$ cat config.mk
export PLATFORM = sky130hd
export DESIGN_NAME = fifo_occ_cnt
export DESIGN_NICKNAME = d
export VERILOG_FILES = /design/src/common/fifo_pkg.sv /design/src/status/fifo_occ_cnt.sv
export SDC_FILE = /design/constraint.sdc
export NUM_CORES = 1
export LEC_CHECK = 0
export BUFFER_PORTS_ARGS = -buffer_cell sky130_fd_sc_hd__buf_2
export CAP_MARGIN = 30
export CORE_UTILIZATION = 41
export CTS_CLUSTER_SIZE = 10
export DETAILED_ROUTE_END_ITERATION = 10
export PLACE_DENSITY = 0.74
export SYNTH_ARGS = -nofsm -noshare
export SYNTH_HDL_FRONTEND = slang
export SYNTH_SLANG_ARGS = --single-unit
$ cat constraint.sdc
create_clock -name pos_clk_i -period 9.2 [get_ports pos_clk_i]
set_input_delay 1.84 -clock pos_clk_i [delete_from_list [all_inputs] [get_ports pos_clk_i]]
set_output_delay 1.84 -clock pos_clk_i [all_outputs]
set_load 0.05 [all_outputs]
$ cat src/common/fifo_pkg.sv
// shared types for the single-counter sync FIFO
package fifo_pkg;

   // ------------------------------------------------------------------------
   // accepted operation for the current cycle
   // ------------------------------------------------------------------------
   typedef enum logic [1:0] {
      OP_IDLE = 2'b00,   // nothing accepted
      OP_PUSH = 2'b01,   // write only
      OP_POP  = 2'b10,   // read only
      OP_BOTH = 2'b11    // write and read, count holds
   } fifo_op_e;

   // ------------------------------------------------------------------------
   // level flags, registered
   // ------------------------------------------------------------------------
   typedef struct packed {
      logic full;    // count == depth
      logic afull;   // count >= almost-full threshold
      logic empty;   // count == 0
      logic aempty;  // count <= almost-empty threshold
   } fifo_status_t;

   // ------------------------------------------------------------------------
   // one-cycle strobes, one cycle after the request
   // ------------------------------------------------------------------------
   typedef struct packed {
      logic wack;       // push was taken
      logic dvld;       // read data valid
      logic overflow;   // write refused while full
      logic underflow;  // read refused while empty
   } fifo_event_t;

endpackage

$ cat src/status/fifo_occ_cnt.sv
`timescale 1ns/1ps

module fifo_occ_cnt #(
   parameter int ADDR_W = 10
) (
   input  logic               pos_clk_i,
   input  logic               aresetn_i,
   input  fifo_pkg::fifo_op_e op_i,
   output logic [ADDR_W:0]    next_count_o,
   output logic [ADDR_W:0]    count_o
);
   import fifo_pkg::*;

   logic [ADDR_W:0] count_r;  // one extra bit so depth fits

   // ------------------------------------------------------------------------
   // next occupancy
   // ------------------------------------------------------------------------
   always_comb begin
      unique case (op_i)
         OP_PUSH: next_count_o = count_r + 1'b1;
         OP_POP:  next_count_o = count_r - 1'b1;
         default: next_count_o = count_r;   // idle or both
      endcase
   end

   always_ff @(posedge pos_clk_i or negedge aresetn_i) begin
      if (!aresetn_i)
         count_r <= '0;
      else
         count_r <= next_count_o;
   end

   assign count_o = count_r;

endmodule
==> results by group <==
CTS
  – Latest clock arrival within the worst-skew pair: 0.29 ns
  – Root cell of the clock tree: sky130_fd_sc_hd__clkbuf_4
  – Post-CTS clock slew at the launch and capture registers of the worst setup and hold paths: 0.08 ns
  – TritonCTS clock tree: done
  – H-Tree Level Count: 1
  – Count of hold-fix buffers inserted at cts: 0
  – Number of gates resized after CTS: 0
  – Buffer count from post-CTS setup fixing: 0
  – Number of clock sinks: 11
  – Cts bufs inserted: 3
  – Maximum buffer depth of the clock tree: 2

Placed design
  – Estimated wirelength of the detail-placed design: 1780 um
  – PortBufs: 25
  – Global placement routability congestion: 0.914
  – Placed cell area: 1130 um^2

Critical path
  – First element of the critical path: op_i[0]
  – List of cells traversed by the critical path: buf_2 > inv_1 > ha_1 > xor2_1 > ha_1 > nor3b_1 > o21ai_2 > a21oi_2 > nor4_1 > nor4_1 > buf_2
  – Kind of launch point of the worst setup path: input pin
  – Path type of the worst setup path: input pin to output port
  – Master of the slowest instance on the critical path: sky130_fd_sc_hd__ha_1
  – Startpoint of the lowest-slack register-to-register path: count_o[1]$_DFF_PN0_
  – CP max stage delay: 0.78 ns
  – Maximum fanout along the worst path: 27
  – CP arrival: 4.63 ns
  – Crit-path leading delay family: adder cells
  – Critical path buffers and inverters: 3
  – Critical Path End Type: output port
  – Req. time, crit path: 7.36 ns

Routing
  – Avg Vias per Cell: 6.09
  – Detailed-router iteration count before antenna repair: 4
  – # DRC: 0
  – Post-detailed-route count of antenna-violating nets: 0
  – Vias post-DR: 1005
  – Starting DRT DRC Count: 37
  – Post-detailed-route wirelength per cell: 15.3 um
  – Final wirelength: 2530 um

Cells and area
  – Flip-flop count of the largest register, all copies and words added: 11
  – Fill cell total of the finished layout: 239
  – Fraction of layout instances using a drive strength above 1: 25.9%
  – Most frequent standard cell in the layout excluding fill and tap cells: sky130_fd_sc_hd__buf_2
  – Count of antenna diodes in the layout: 0
  – Most frequent cells in the layout: 25 x sky130_fd_sc_hd__buf_2, 11 x sky130_fd_sc_hd__dfrtp_1, 8 x sky130_fd_sc_hd__nand2_1
  – Area growth syn-to-layout: 8.46%
  – Cell area after layout: 1150 um^2
  – Net count, final: 143

Synthesis
  – Share of Yosys cell area claimed by the top area cell type: 25.9%
  – Synth Area in XOR/XNOR: 9.05%
  – Biggest area contributors in the synthesized netlist: sky130_fd_sc_hd__dfrtp_1 26%, sky130_fd_sc_hd__xnor2_1 5.8%, sky130_fd_sc_hd__buf_6 5.3%, sky130_fd_sc_hd__ha_1 3.5%, sky130_fd_sc_hd__xor2_1 3.3%
  – Syn nets: 125
  – Syn. warnings: 0
  – Cells after synthesis: 118
  – Fraction of registers with async set/reset: 100%
  – Mux share of post-synthesis cell area: 2.94%
  – Fraction of the mapped netlist area in compound gates: 26.6%
  – Post-synth EDFFs: 0
  – Count of state elements after synthesis: 11
  – Sequential-to-total area share from yosys stat: 25.9%
  – Synthesized cell area: 1060 um^2
  – Count of unique library cells instantiated by Yosys: 56
  – Library cell occupying the most area in the post-synthesis netlist: sky130_fd_sc_hd__dfrtp_1
  – Adder and majority gate portion of the synthesized area: 3.53%
  – Most common flop cell mapped by yosys: sky130_fd_sc_hd__dfrtp_1
  – Synth Area per Inst: 9.02 um^2
  – Main combinational cell family by area after synthesis: compound AO/OA/AOI/OAI gates
  – Simple-gate share of the synthesized area: 21.7%

GRT
  – Overall Global Routing Usage: 20.4%
  – Largest net degree at the start of global routing: 28
  – Overall overflow remaining after global route: 0
  – Via count of the first global-routing pass: 869
  – Global-route wire length before repair: 4170 um
  – Initial antenna violation count: 0

STA
  – Top achievable clock speed: 155 MHz
  – Count of endpoints failing hold in the final timing report: 0
  – Final min period: 6.47 ns
  – Worst slew margin: 37.3%
  – Setup violation total in the final timing report: 0
  – Clk_skew: 0.00104 ns
  – Post-route clock period utilization: 70.3%
  – Unrepaired setup endpoints after global routing: false
  – Final setup TNS: 0 ns
  – Transition time at the pin with the least slew margin: 0.940 ns
  – Max-slew violation total from the final report: 0

Die
  – Number of placed I/O pins: 26
  – Die width: 53.0 um
  – Die footprint: 2800 um^2
  – Initial Util: 43.4%
  – Y dimension of the die: 53.0 um
  – Core area: 2450 um^2
  – Row cnt: 18

Min path
  – Hold WC Path Type: register to register
  – Start point of the worst min-delay path: count_o[10]$_DFF_PN0_

Run
  – Maximum Capacitance Violations: 0

Run status
  – Outcome: finished, final reports clean
## cell families (layout without fill, tap and decap cells)
family / count (synthesis) / in the layout
buffers and inverters: 15 / 32
adder cells (fa/ha/maj): 3 / 3
flip-flops: 11 / 11
XOR/XNOR: 11 / 11
AND/OR/NAND/NOR: 40 / 40
AO/OA/AOI/OAI: 35 / 35
multiplexers: 3 / 3
## metrics by stage
| stage | setup WS [ns] | hold WS [ns] | utilization [%] | cells |
|---|---|---|---|---|
| finish | 2.73 | 0.502 | 47.0 | 165 |
| global route | 2.38 | 0.540 | 47.0 | 165 |
| CTS | 2.73 | 0.512 | 47.0 | 165 |
| detailed placement | 2.76 | 0.497 | 46.0 | 161 |
| global placement | 2.86 | 0.471 | 46.0 | 161 |
| floorplan | 2.22 | 1.19 | - | 118 |
## cells in the mapped netlist (3+ instances only)
cell type,count
sky130_fd_sc_hd__a211oi_1,3
sky130_fd_sc_hd__a21oi_1,3
sky130_fd_sc_hd__buf_2,4
sky130_fd_sc_hd__buf_4,3
sky130_fd_sc_hd__buf_6,5
sky130_fd_sc_hd__dfrtp_1,11
sky130_fd_sc_hd__ha_1,3
sky130_fd_sc_hd__nand2_1,8
sky130_fd_sc_hd__nand4_1,3
sky130_fd_sc_hd__nor2_1,7
sky130_fd_sc_hd__nor3_1,4
sky130_fd_sc_hd__o211ai_1,4
sky130_fd_sc_hd__xnor2_1,7
sky130_fd_sc_hd__xor2_1,4
## cell type report
class | count | area (um^2) | area share [%]
multi-input cells | 92 | 679 | 58.8
flip-flops and latches | 11 | 275 | 23.8
repair buffers | 25 | 125 | 10.8
well taps | 30 | 37.5 | 3.25
clock buffers | 4 | 26.3 | 2.28
inverters | 3 | 11.3 | 0.975
## worst reg2reg max path: cells and delay by family (launching register included)
family	cells	cell delay (ns)
AO/OA/AOI/OAI	3	0.62
XOR/XNOR	1	0.18
adder cells (fa/ha/maj)	1	0.26
flip-flops	1	0.48
AND/OR/NAND/NOR	2	0.49
## worst paths after layout
kind,end,slack [ns],cells past startpoint
setup / recovery,next_count_o[8],2.73,11
hold / removal,count_o[10]$_DFF_PN0_,0.50,1
setup reg to reg,count_o[8]$_DFF_PN0_,7.06,7
hold reg to reg,count_o[10]$_DFF_PN0_,0.50,1
max in group asynchronous,count_o[1]$_DFF_PN0_,7.57,1
min in group asynchronous,count_o[10]$_DFF_PN0_,1.41,1
## metal layers
layer  up-vias  track usage, %  share of wire [%]
li1        476               -                  -
met1       471            26.1                 44
met2        49            32.3                 47
met3         9            5.17                7.3
met4         0            8.33                1.8
met5         -               0                  0
Power is left out: the tool's default activity adds up to more than one toggle a clock period on the data nets, which glitch-free logic cannot reach.
