[config.mk]
export PLATFORM = sky130hd
export DESIGN_NAME = fifo_flags
export DESIGN_NICKNAME = d
export VERILOG_FILES = /design/src/common/fifo_pkg.sv /design/src/status/fifo_flags.sv
export SDC_FILE = /design/constraint.sdc
export NUM_CORES = 1
export LEC_CHECK = 0
export BUFFER_PORTS_ARGS = -buffer_cell sky130_fd_sc_hd__buf_4
export CAP_MARGIN = 0
export CORE_AREA = 2 2 39 41
export CTS_BUF_LIST = sky130_fd_sc_hd__clkbuf_8
export CTS_CLUSTER_DIAMETER = 40
export CTS_CLUSTER_SIZE = 28
export DETAILED_ROUTE_END_ITERATION = 10
export DIE_AREA = 0 0 41 43
export REMOVE_ABC_BUFFERS = 1
export SYNTH_ARGS = -nofsm -noshare
export SYNTH_HDL_FRONTEND = slang
export SYNTH_SLANG_ARGS = --single-unit
[constraint.sdc]
create_clock -name pos_clk_i -period 2.15 [get_ports pos_clk_i]
set_input_delay 0.1075 -clock pos_clk_i [delete_from_list [all_inputs] [get_ports pos_clk_i]]
set_output_delay 0.1075 -clock pos_clk_i [all_outputs]
set_load 0.03 [all_outputs]
[src/common/fifo_pkg.sv]
// shared types for the single-counter sync FIFO
package fifo_pkg;

   // ------------------------------------------------------------------------
   // accepted operation for the current cycle
   // ------------------------------------------------------------------------
   typedef enum logic [1:0] {
      OP_IDLE = 2'b00,   // nothing accepted
      OP_PUSH = 2'b01,   // write only
      OP_POP  = 2'b10,   // read only
      OP_BOTH = 2'b11    // write and read, count holds
   } fifo_op_e;

   // ------------------------------------------------------------------------
   // level flags, registered
   // ------------------------------------------------------------------------
   typedef struct packed {
      logic full;    // count == depth
      logic afull;   // count >= almost-full threshold
      logic empty;   // count == 0
      logic aempty;  // count <= almost-empty threshold
   } fifo_status_t;

   // ------------------------------------------------------------------------
   // one-cycle strobes, one cycle after the request
   // ------------------------------------------------------------------------
   typedef struct packed {
      logic wack;       // push was taken
      logic dvld;       // read data valid
      logic overflow;   // write refused while full
      logic underflow;  // read refused while empty
   } fifo_event_t;

endpackage

[src/status/fifo_flags.sv]
`timescale 1ns/1ps

module fifo_flags #(
   parameter int ADDR_W     = 10,
   parameter int AFULL_VAL  = 1020,
   parameter int AEMPTY_VAL = 4
) (
   input  logic                   pos_clk_i,
   input  logic                   aresetn_i,
   input  fifo_pkg::fifo_op_e     op_i,
   input  logic [ADDR_W:0]        next_count_i,
   output fifo_pkg::fifo_status_t status_o
);
   import fifo_pkg::*;

   localparam int DEPTH = 1 << ADDR_W;
   localparam int CNT_W = ADDR_W + 1;

   // thresholds sized to the count
   localparam logic [CNT_W-1:0] FULL_CNT   = CNT_W'(DEPTH);
   localparam logic [CNT_W-1:0] AFULL_CNT  = CNT_W'(AFULL_VAL);
   localparam logic [CNT_W-1:0] AEMPTY_CNT = CNT_W'(AEMPTY_VAL);

   fifo_status_t status_nxt;  // flags for the updated count
   fifo_status_t status_r;
   logic         load;        // count actually moves

   // ------------------------------------------------------------------------
   // compare the count after update
   // ------------------------------------------------------------------------
   always_comb begin
      status_nxt.full   = (next_count_i == FULL_CNT);
      status_nxt.afull  = (next_count_i >= AFULL_CNT);
      status_nxt.empty  = (next_count_i == '0);
      status_nxt.aempty = (next_count_i <= AEMPTY_CNT);
   end

   // only a lone push or pop changes the count
   assign load = (op_i == OP_PUSH) || (op_i == OP_POP);

   // ------------------------------------------------------------------------
   // flag registers
   // ------------------------------------------------------------------------
   always_ff @(posedge pos_clk_i or negedge aresetn_i) begin
      if (!aresetn_i) begin
         status_r.full   <= 1'b0;
         status_r.afull  <= 1'b0;
         status_r.empty  <= 1'b1;   // reset state is empty
         status_r.aempty <= 1'b1;
      end else if (load) begin
         status_r <= status_nxt;
      end
   end

   assign status_o = status_r;

endmodule

==> results.py <==
metrics = {
    "timing": {
        "timing.final.max_slew_violations": 0,
        "hold_viol_final": 0,
        "skew_ps": 0,
        "rsz0062_at_grt": "false",
        "finalSetupViolCount": 0,
        "post-route-min-period_ps": 993,
        "worst_slew_pin_slew_ps": 339,
        "slew_headroom_pct": 77.3,
        "fin_crit_sh_pct": 46.2,
        "fin_tns_setup_ps": 0,
        "max_freq_ghz": 1.01,
    },
    "power_and_ir_drop": {
        "p_switching_uw": 62.1,
        "seq_power_share_pct": 27.5,
        "p_sw_share_pct": 21.3,
        "clkPwrFrac_pct": 54.4,
        "leakagePower_uw": 0.000205,
        "ir_worst_vdd_mv": 0.332,
        "combPwrFrac_pct": 18.0,
        "power.internal_uw": 230,
        "cellPowerDensity_mw_per_mm2": 650,
    },
    "setup_path": {
        "cp-end-kind": "output pin",
        "path_depth": 1,
        "worst-path-buf-inv": 1,
        "critPathCapture": "status_o[1]",
        "arrival_ps": 890,
        "path_cells": "buf_4",
        "crit_required_ps": 2040,
        "r2r_cells": 1,
        "cp-start-kind": "register",
        "worstSetupStartpoint": "status_o[1]",
        "regToRegEndpoint": "status_o[2]",
        "cpPeakStageDelay_ps": 520,
        "crit_slowest_cell": "dfstp_2",
        "r2r_setup_slack_ps": 1410,
        "rr_startpoint": "status_o[2]",
        "critical_path_class": "reg -> out",
        "crit_fanout": 2,
        "path_delay_family": "flip-flops",
    },
    "floorplanning": {
        "rows": 14,
        "dieArea_mm2": 0.00176,
        "initial_core_util_pct": 17.3,
        "coreArea_mm2": 0.00138,
        "ios": 19,
        "die_h_um": 43,
        "die_w_um": 41,
    },
    "route": {
        "first_pass_iters": 1,
        "antenna_left": 0,
        "routed-via-count": 250,
        "routed_wl_um": 587,
        "drt-vias-per-instance": 4.24,
        "routedWlPerCell_um": 9.95,
        "dr.first_iter.drc_count": 0,
        "drc": 0,
    },
    "grt": {
        "grt_first_pass_wirelength_um": 938,
        "antenna_found_initial": 0,
        "grt_max_degree": 7,
        "grt_pass1_vias": 299,
        "grt-ovfl-total": 0,
        "grt_util_all_layers_pct": 7.96,
    },
    "placement": {
        "globalplace.congestion": 0.594,
        "io_buffers": 18,
    },
    "clock_tree": {
        "clk_pin_slew_ps": 30,
        "htreeDepth": 1,
        "clock_sinks": 4,
        "worstSkewPairLatency_ps": 210,
        "cts_tree": "built",
        "clockBufferDepth": 2,
        "post_cts_buffers": 0,
        "cts_root_buf": "clkbuf_8",
        "numCtsBuffers": 3,
    },
    "finish": {
        "areaGrowthSynthToFinish_pct": 88.0,
        "largest_reg_flops": 4,
        "final_nets": 59,
        "utilization_pct": 32.5,
        "antennaDiodeCount": 0,
        "final_layout_size_suffix_gt1_share_pct": 67.4,
    },
    "job": {
        "drv_cap": 0,
    },
    "synth": {
        "seq_area_frac_synth_pct": 42.9,
        "muxShareOfSynthArea_pct": 4.71,
        "ys_ff_latch": 4,
        "synth.top_cell.area_share_pct": 22.0,
        "yosys.area.top_type": "dfstp_2",
        "synth_fa_ha_area_share_pct": 0,
        "ys_types": 14,
        "synth_top_family_by_area": "simple AND/OR/NAND/NOR gates",
        "netlist_area_um2": 239,
        "avgSynthCellArea_um2": 11.9,
        "synthSimpleGateAreaFrac_pct": 24.6,
        "synthXorXnorAreaFrac_pct": 6.81,
        "synth_compound_area_share_pct": 19.4,
        "yosys_warnings": 0,
        "synth_cells": 20,
        "synth.area.top_cells": "dfstp_2 22%, dfrtp_1 21%, a32o_1 8.4%",
    },
    "status": {
        "run_status": "complete, no violations",
    },
    "hold_path": {
        "min_path_type": "in -> reg",
    },
}
[worst min-delay path by stage]
stage | start | end | slack (ps) | cells past startpoint
6_report | next_count_i[10] | status_o[3] | 190 | 3
5_1_grt | next_count_i[4] | status_o[3] | 210 | 4
4_1_cts | next_count_i[4] | status_o[3] | 190 | 4
3_5_place_dp | aresetn_i | status_o[2] | -90 | 1
3_3_place_gp | aresetn_i | status_o[3] | -90 | 1
2_1_floorplan | aresetn_i | status_o[2] | -190 | 0
[stage by stage]
stage / hold WS [ps] / setup slack, ps / area (µm²) / total power, µW / cells
2_1_floorplan: -188 / 1270 / 239 / 101 / 20
3_3_place_gp: -94.9 / 1120 / 394 / 132 / 54
3_5_place_dp: -93.9 / 1090 / 394 / 133 / 54
4_1_cts: 194 / 1140 / 449 / 300 / 59
5_1_grt: 207 / 1120 / 449 / 307 / 59
6_report: 194 / 1160 / 449 / 292 / 59
[power groups by stage]
stage	clock (µW)	combinational, µW	sequential (µW)
global route	169	56.7	80.7
CTS	166	53.4	80.4
global placement	0	51.1	81.3
detailed placement	0	52.0	81.2
finish	159	52.6	80.3
floorplan	0	14.0	87.1
[layer usage]
layer,track usage [%],wire length [µm],vias up
li1,-,-,126
met3,1.57,65,0
met2,15.0,321,10
met5,0,0,-
met4,6.00,0,0
met1,6.19,200,114
[layout by cell type (no fill, tap or decap), drive strengths merged, types with 2 or more instances in the layout]
cell type	n
a32o	2
buf	18
clkbuf	3
dfrtp	2
dfstp	2
inv	2
nand2	2
nand4	2
nor3	2
o21ai	2
[cell usage after synthesis, drive strengths merged]
cell and number:
dfstp 2, inv 1, nor3 2, a32o 2, nand2 2, o41ai 1, or3 1, dfrtp 2
mux2 1, xnor2 1, o21ai 2, nor4 1, nand4 2
[cell type report]
| class | instances | area, µm² |
|---|---|---|
| clock inverters | 1 | 3.75 |
| clock buffers | 3 | 41.3 |
| well taps | 16 | 20.0 |
| flip-flops and latches | 4 | 103 |
| repair buffers | 19 | 145 |
| inverters | 1 | 3.75 |
| multi-input cells | 15 | 133 |
| fillers | 155 | 935 |
[cells by family (layout without fill, tap and decap cells)]
logic type / after synthesis / after routing
AO/OA/AOI/OAI: 5 / 5
AND/OR/NAND/NOR: 8 / 8
XOR/XNOR: 1 / 1
multiplexers: 1 / 1
buffers and inverters: 1 / 24
flip-flops: 4 / 4
[what timing repair did]
item,CTS,global route
hold buffers,1,0
endpoints found under the hold margin,4,0
gates resized for setup,0,0
Note: power is estimated with default switching activity, not from simulation.
