$ cat config.mk
export PLATFORM = sky130hd
export DESIGN_NAME = fifo_addr_gen
export DESIGN_NICKNAME = d
export VERILOG_FILES = /design/src/hdl/fifo_addr_gen.sv
export SDC_FILE = /design/constraint.sdc
export NUM_CORES = 1
export LEC_CHECK = 0
export ABC_AREA = 1
export BUFFER_PORTS_ARGS = -buffer_cell sky130_fd_sc_hd__buf_2
export CAP_MARGIN = 30
export CORE_AREA = 2 2 39 41
export DETAILED_ROUTE_END_ITERATION = 10
export DIE_AREA = 0 0 41 43
export PLACE_DENSITY = 0.7
export SKIP_CTS_REPAIR_TIMING = 1
export SYNTH_ARGS = -nofsm -noshare
export SYNTH_HDL_FRONTEND = slang
export SYNTH_SLANG_ARGS = --single-unit
$ cat constraint.sdc
create_clock -name pos_clk_i -period 1.8 [get_ports pos_clk_i]
set_clock_uncertainty 0.05 [all_clocks]
set_input_delay 0.18 -clock pos_clk_i [delete_from_list [all_inputs] [get_ports pos_clk_i]]
set_output_delay 0.18 -clock pos_clk_i [all_outputs]
set_load 0.02 [all_outputs]
$ cat src/hdl/fifo_addr_gen.sv
`timescale 1ns/1ps

module fifo_addr_gen #(
   parameter int ADDR_W = 10
) (
   input  logic              pos_clk_i,
   input  logic              aresetn_i,
   input  logic              adv_i,
   output logic [ADDR_W-1:0] addr_o
);

   // advance on each accepted op and roll over from the top location to zero
   always_ff @(posedge pos_clk_i or negedge aresetn_i) begin
      if (!aresetn_i) begin
         addr_o <= '0;
      end else if (adv_i) begin
         addr_o <= addr_o + 1'b1;  // depth is a power of two
      end
   end

endmodule

==> results.yml, run 1 <==
yosys:
  synthXorXnorAreaFrac_pct: 10.6
  syn_avg_cell_area_um2: 8.83
  synthAdderAreaFrac_pct: 2.53
  synthSimpleGateAreaFrac_pct: 27.1
  yosysWarnings: 0
  synth.cell_area_um2: 494
  yosysUniqueCellTypes: 14
  yosysSeqAreaShare_pct: 50.6
  synth_top_cell_area_share_pct: 50.6
  synthCells: 56
  synthMuxAreaShare_pct: 2.28
  syn_nets: 60
  synth_top_family_by_area: "simple AND/OR/NAND/NOR gates"
  synth_seq_cells: 10
  yosys.area.top_type: "dfrtp_1"
  yosys-top-cells-area: "dfrtp_1 51%, nand2_1 12%, xor2_1 8.9%"
  synth-compound-area-share_pct: 0
power:
  powerDensity_nw_per_um2: 1530
  peakVddDrop_mv: 0.591
  p_leak_nw: 0.329
layout:
  top_regs: "addr_o (10)"
  final_nets: 78
  fin_util_pct: 43.9
  largest_register_ffs: 10
  drive_gt1_share_pct: 26.4
  n_antenna_cell: 0
  top_register: "addr_o"
  layout_common_cells: "16 x nand2_1, 12 x buf_2, 10 x dfrtp_1"
  mostFrequentLayoutCell: "nand2_1"
  synthToLayoutAreaGrowth_pct: 22.8
routing:
  ant_nets: 0
  viasPerCell: 4.57
  vias: 402
  drcViolationCount: 0
  routed_wirelength_um: 894
  wire_per_inst_um: 10.2
  drtPass1Iterations: 2
  first_iter_violations: 5
worst_setup_path:
  arrival_ps: 1250
  r2r-start: "addr_o[0]$_DFFE_PN0P_"
  crit_buf_inv: 0
  crit_chain: "ha_1 -> nand2_2 -> nor2_4 -> nand2_1 -> xnor2_1"
  worst_setup_path_end_kind: "flip-flop"
  crit_required_ps: 1890
  crit_path_start: "addr_o[0]$_DFFE_PN0P_"
  crit_type: "flip-flop to flip-flop"
  crit_slowest_cell: "dfrtp_1"
  start_kind: "flip-flop"
  path_max_fanout: 5
  crit_family: "flip-flops"
  reg2reg_slack_ps: 640
  worst_path_largest_cell_delay_ps: 410
global_routing:
  overflow: 0
  grt_use_total_pct: 12.7
  grt_first_pass_wirelength_mm: 1.45
  grt_pass1_vias: 356
  antenna_found_initial: 0
  grt_max_degree: 11
  grt_util_met1_pct: 15.3
  met3_usage_pct: 3.14
  use_met2_pct: 18.1
  busiest_layer: "met2"
status:
  run_status: "completed"
sta:
  fin_crit_sh_pct: 64.6
  tns_ps: 0
  setup_viol: 0
  rsz0062_at_grt: "false"
  hold_ws_ps: 152
  fmax_ghz: 0.860
  drv_slew: 0
  period_minus_slack_ps: 1160
  finalHoldViolCount: 0
  worst_pin_slew_ps: 236
  relSlewSlack_pct: 84.3
die:
  initial_utilization_pct: 35.7
  rows: 14
  core_um2: 1380
  fp.dieW_um: 41
  pin_count: 13
  fp.dieH_um: 43
  die_area_um2: 1760
cts:
  cts_buffer_depth: 2
  clk_latency_ps: 250
  cts_tree: "done"
  cts_buffers: 3
  htreeDepth: 1
  cts.sinks: 10
  clkTransAtPathRegs_ps: 60
  cts_root_buffer: "clkbuf_4"
placement:
  dp_hpwl_um: 680
  place_congestion: 0.692
  io_buffers: 12
run:
  drv_cap: 0
min_path:
  hold_path_class: "input port to flip-flop"
  worstHoldStart: "adv_i"
layer usage:
metal / wire length, um / vias up
li1: - / 205
met5: 0 / -
met2: 464 / 7
met1: 378 / 188
met3: 33 / 2
met4: 17 / 0
synth_stat cells, drive strengths merged:
library cell  instances
nand2                17
dfrtp                10
inv                   9
nand3                 5
nor2                  5
xor2                  5
ha                    1
mux2                  1
nand3b                1
nand4                 1
xnor2                 1
cells by family after synthesis:
| family | Yosys count |
|---|---|
| flip-flops | 10 |
| multiplexers | 1 |
| AND/OR/NAND/NOR | 29 |
| XOR/XNOR | 6 |
| buffers and inverters | 9 |
| adder cells (fa/ha/maj) | 1 |
path summary, 6_finish.rpt:
check,cells after the start,endpoint
hold reg to reg,2,addr_o[7]$_DFFE_PN0P_
setup reg to reg,5,addr_o[6]$_DFFE_PN0P_
min in group asynchronous,2,addr_o[8]$_DFFE_PN0P_
hold / removal,2,addr_o[0]$_DFFE_PN0P_
max in group asynchronous,2,addr_o[1]$_DFFE_PN0P_
setup / recovery,5,addr_o[6]$_DFFE_PN0P_
report_power, final:
part	switching, mW	total [mW]	internal (mW)	leakage (nW)
clock	0.0675	0.144	0.0768	0.0138
combinational	0.237	0.379	0.142	0.200
sequential	0.101	0.408	0.307	0.115
total	0.406	0.931	0.525	0.329
stage by stage:
stage	std cells	setup WS, ps	power (mW)	instance area, um2
4_1_cts	87	623	0.947	597
3_3_place_gp	84	677	0.779	574
5_1_grt	88	544	1.02	607
6_report	88	637	0.931	607
2_1_floorplan	56	562	0.662	494
3_5_place_dp	84	627	0.794	574
layout make-up:
class	count	area, um2
repair buffers	13	70.1
fillers	141	777
inverters	9	33.8
well taps	16	20.0
flip-flops and latches	10	250
clock buffers	3	22.5
multi-input cells	37	210
Note: power is estimated with default switching activity, not from simulation.
==> inputs of run 2 (changes only) <==
- PLACE_DENSITY: 0.7 -> 0.72
- clock period: 1.8 -> 0.9 ns (I/O delays scaled with it)
==> run 2 against run 1 <==
  * The flow now finishes with violations (setup timing)
  * Via count up 11%
  * Final area rose by 36%
  * Clock power grew 120%
  * Worst setup slack got worse by 880 ps
  * Final cell count grew 15%
  * Hold slack gained 2.2 ps
  * Combinational power rose to 3.6 times the previous value
  * First-iteration DRC count unchanged
  * Highest routed layer unchanged
==> results.yml, run 2 (synthesis results as in run 1) <==
status:
  run_status: "complete, but fails checks"
  failed_checks: "setup timing"
placement:
  dpl_cell_area_um2: 677
  dp_slack_ps: -191
  place_congestion: 0.674
  dp_hpwl_um: 730
  io_buffers: 12
  place_inst: 94
worst_setup_path:
  crit_required_ps: 760
  worst_setup_path_end_kind: "primary output"
  cp_common_cell: "buf_4"
  crit_family: "flip-flops"
  worst_path_largest_cell_delay_ps: 440
  crit_slowest_cell: "dfrtp_2"
  path_max_fanout: 4
  crit_chain: "buf_4 -> buf_4"
  start_kind: "flip-flop"
  arrival_ps: 1000
  crit_buf_inv: 2
  crit_type: "flip-flop to primary output"
cts:
  cts.sinks: 10
  htreeDepth: 1
  clk_latency_ps: 260
  cts_tree: "done"
  cts_buffers: 3
  cts_root_buffer: "clkbuf_4"
  cts_buffer_depth: 2
  clkTransAtPathRegs_ps: 70
layout:
  largest_register_ffs: 10
  top_register: "addr_o"
  final_area_um2: 826
  finalNonFillerCells: 101
  n_antenna_cell: 0
  synthToLayoutAreaGrowth_pct: 67.1
  final_nets: 90
  layout_common_cells: "15 x nand2_1, 13 x buf_6, 9 x inv_1, 9 x buf_4, 6 x dfrtp_2"
  mostFrequentLayoutCell: "nand2_1"
  drive_gt1_share_pct: 49.4
  top_regs: "addr_o (10)"
routing:
  viasPerCell: 4.42
  vias: 446
  wire_per_inst_um: 11.1
  drcViolationCount: 0
  ant_nets: 0
  drtPass1Iterations: 3
  first_iter_violations: 5
  routed_wirelength_mm: 1.12
global_routing:
  busiest_layer: "met2"
  grt_first_pass_wirelength_mm: 1.59
  use_met2_pct: 19.7
  grt_pass1_vias: 407
  grt_max_degree: 11
  antenna_found_initial: 0
  met3_usage_pct: 3.14
  grt_use_total_pct: 13.6
  grt_util_met1_pct: 16.5
  overflow: 0
die:
  fp.dieH_um: 43
  core_um2: 1380
  fp.dieW_um: 41
  pin_count: 13
  initial_utilization_pct: 35.7
  die_area_um2: 1760
  rows: 14
run:
  drv_cap: 0
power:
  switching_share_pct: 39.0
  powerDensity_nw_per_um2: 3100
  peakVddDrop_mv: 1.49
  switching_power_uw: 997
  p_int_mw: 1.56
  power.share.clock_pct: 12.6
  pwr-share-comb_pct: 53.0
  seq_power_share_pct: 34.4
  p_leak_nw: 0.426
min_path:
  hold_path_class: "input port to flip-flop"
sta:
  setup_viol: 19
  period_minus_slack_ps: 1140
  finalHoldViolCount: 0
  rsz0062_at_grt: "true"
  timing.final.ws_setup_ps: -239
  worst_pin_slew_ps: 231
  drv_slew: 0
  fin_crit_sh_pct: 127
  fmax_ghz: 0.878
  relSlewSlack_pct: 84.6
  hold_ws_ps: 154
[run 2: cell types whose count changed in the layout (fill, tap and decap cells not counted), sizes merged]
cell,delta
buf,+12
clkbuf,+1
[run 2: final cells by class]
cell class	count	area (um2)
fill	115	558
inverter	9	33.8
timing repair buffer	25	234
sequential	10	258
multi-input combinational	37	254
clock buffer	4	26.3
tap	16	20.0
[run 2: path summary, 6_finish.rpt]
check	startpoint	depth (start not counted)	end	slack [ps]
worst max-delay path	addr_o[1]$_DFFE_PN0P_	2	addr_o[1]	-240
worst min-delay path	adv_i	3	addr_o[0]$_DFFE_PN0P_	150
worst max register to register	addr_o[1]$_DFFE_PN0P_	6	addr_o[8]$_DFFE_PN0P_	-230
worst min register to register	addr_o[5]$_DFFE_PN0P_	1	addr_o[5]$_DFFE_PN0P_	480
max in group asynchronous	aresetn_i	2	addr_o[5]$_DFFE_PN0P_	430
min in group asynchronous	aresetn_i	2	addr_o[2]$_DFFE_PN0P_	160
[run 2: metal layers]
metal / wire length [um] / vias up / part of all wire [%]
met5: 0 / - / 0
met1: 491 / 209 / 44
met3: 29 / 2 / 2.6
li1: - / 227 / -
met2: 583 / 8 / 52
met4: 14 / 0 / 1.3
[run 2: stage by stage]
stage               TNS, ps  power, mW  util [%]
global route          -3440       2.76      59.7
detailed placement    -1280       1.92      48.9
global placement      -1040       1.88      48.9
floorplan             -1360       1.44         -
CTS                   -3080       2.26      50.8
finish                -2630       2.56      59.7
[run 2: worst register-to-register path: cells and delay by family, from the launching register on]
| kind | cells | cell delay (ps) |
|---|---|---|
| and+or+nand+nor | 4 | 370 |
| adders and majority gates | 1 | 150 |
| buffers and inverters | 1 | 40 |
| DFF | 1 | 410 |
[run 2: power by group through the flow]
stage	clock, mW	sequential [mW]	combinational, mW
global placement	0	0.831	1.05
global route	0.374	0.903	1.49
floorplan	0	1.04	0.400
CTS	0.340	0.835	1.08
finish	0.322	0.879	1.36
detailed placement	0	0.842	1.07
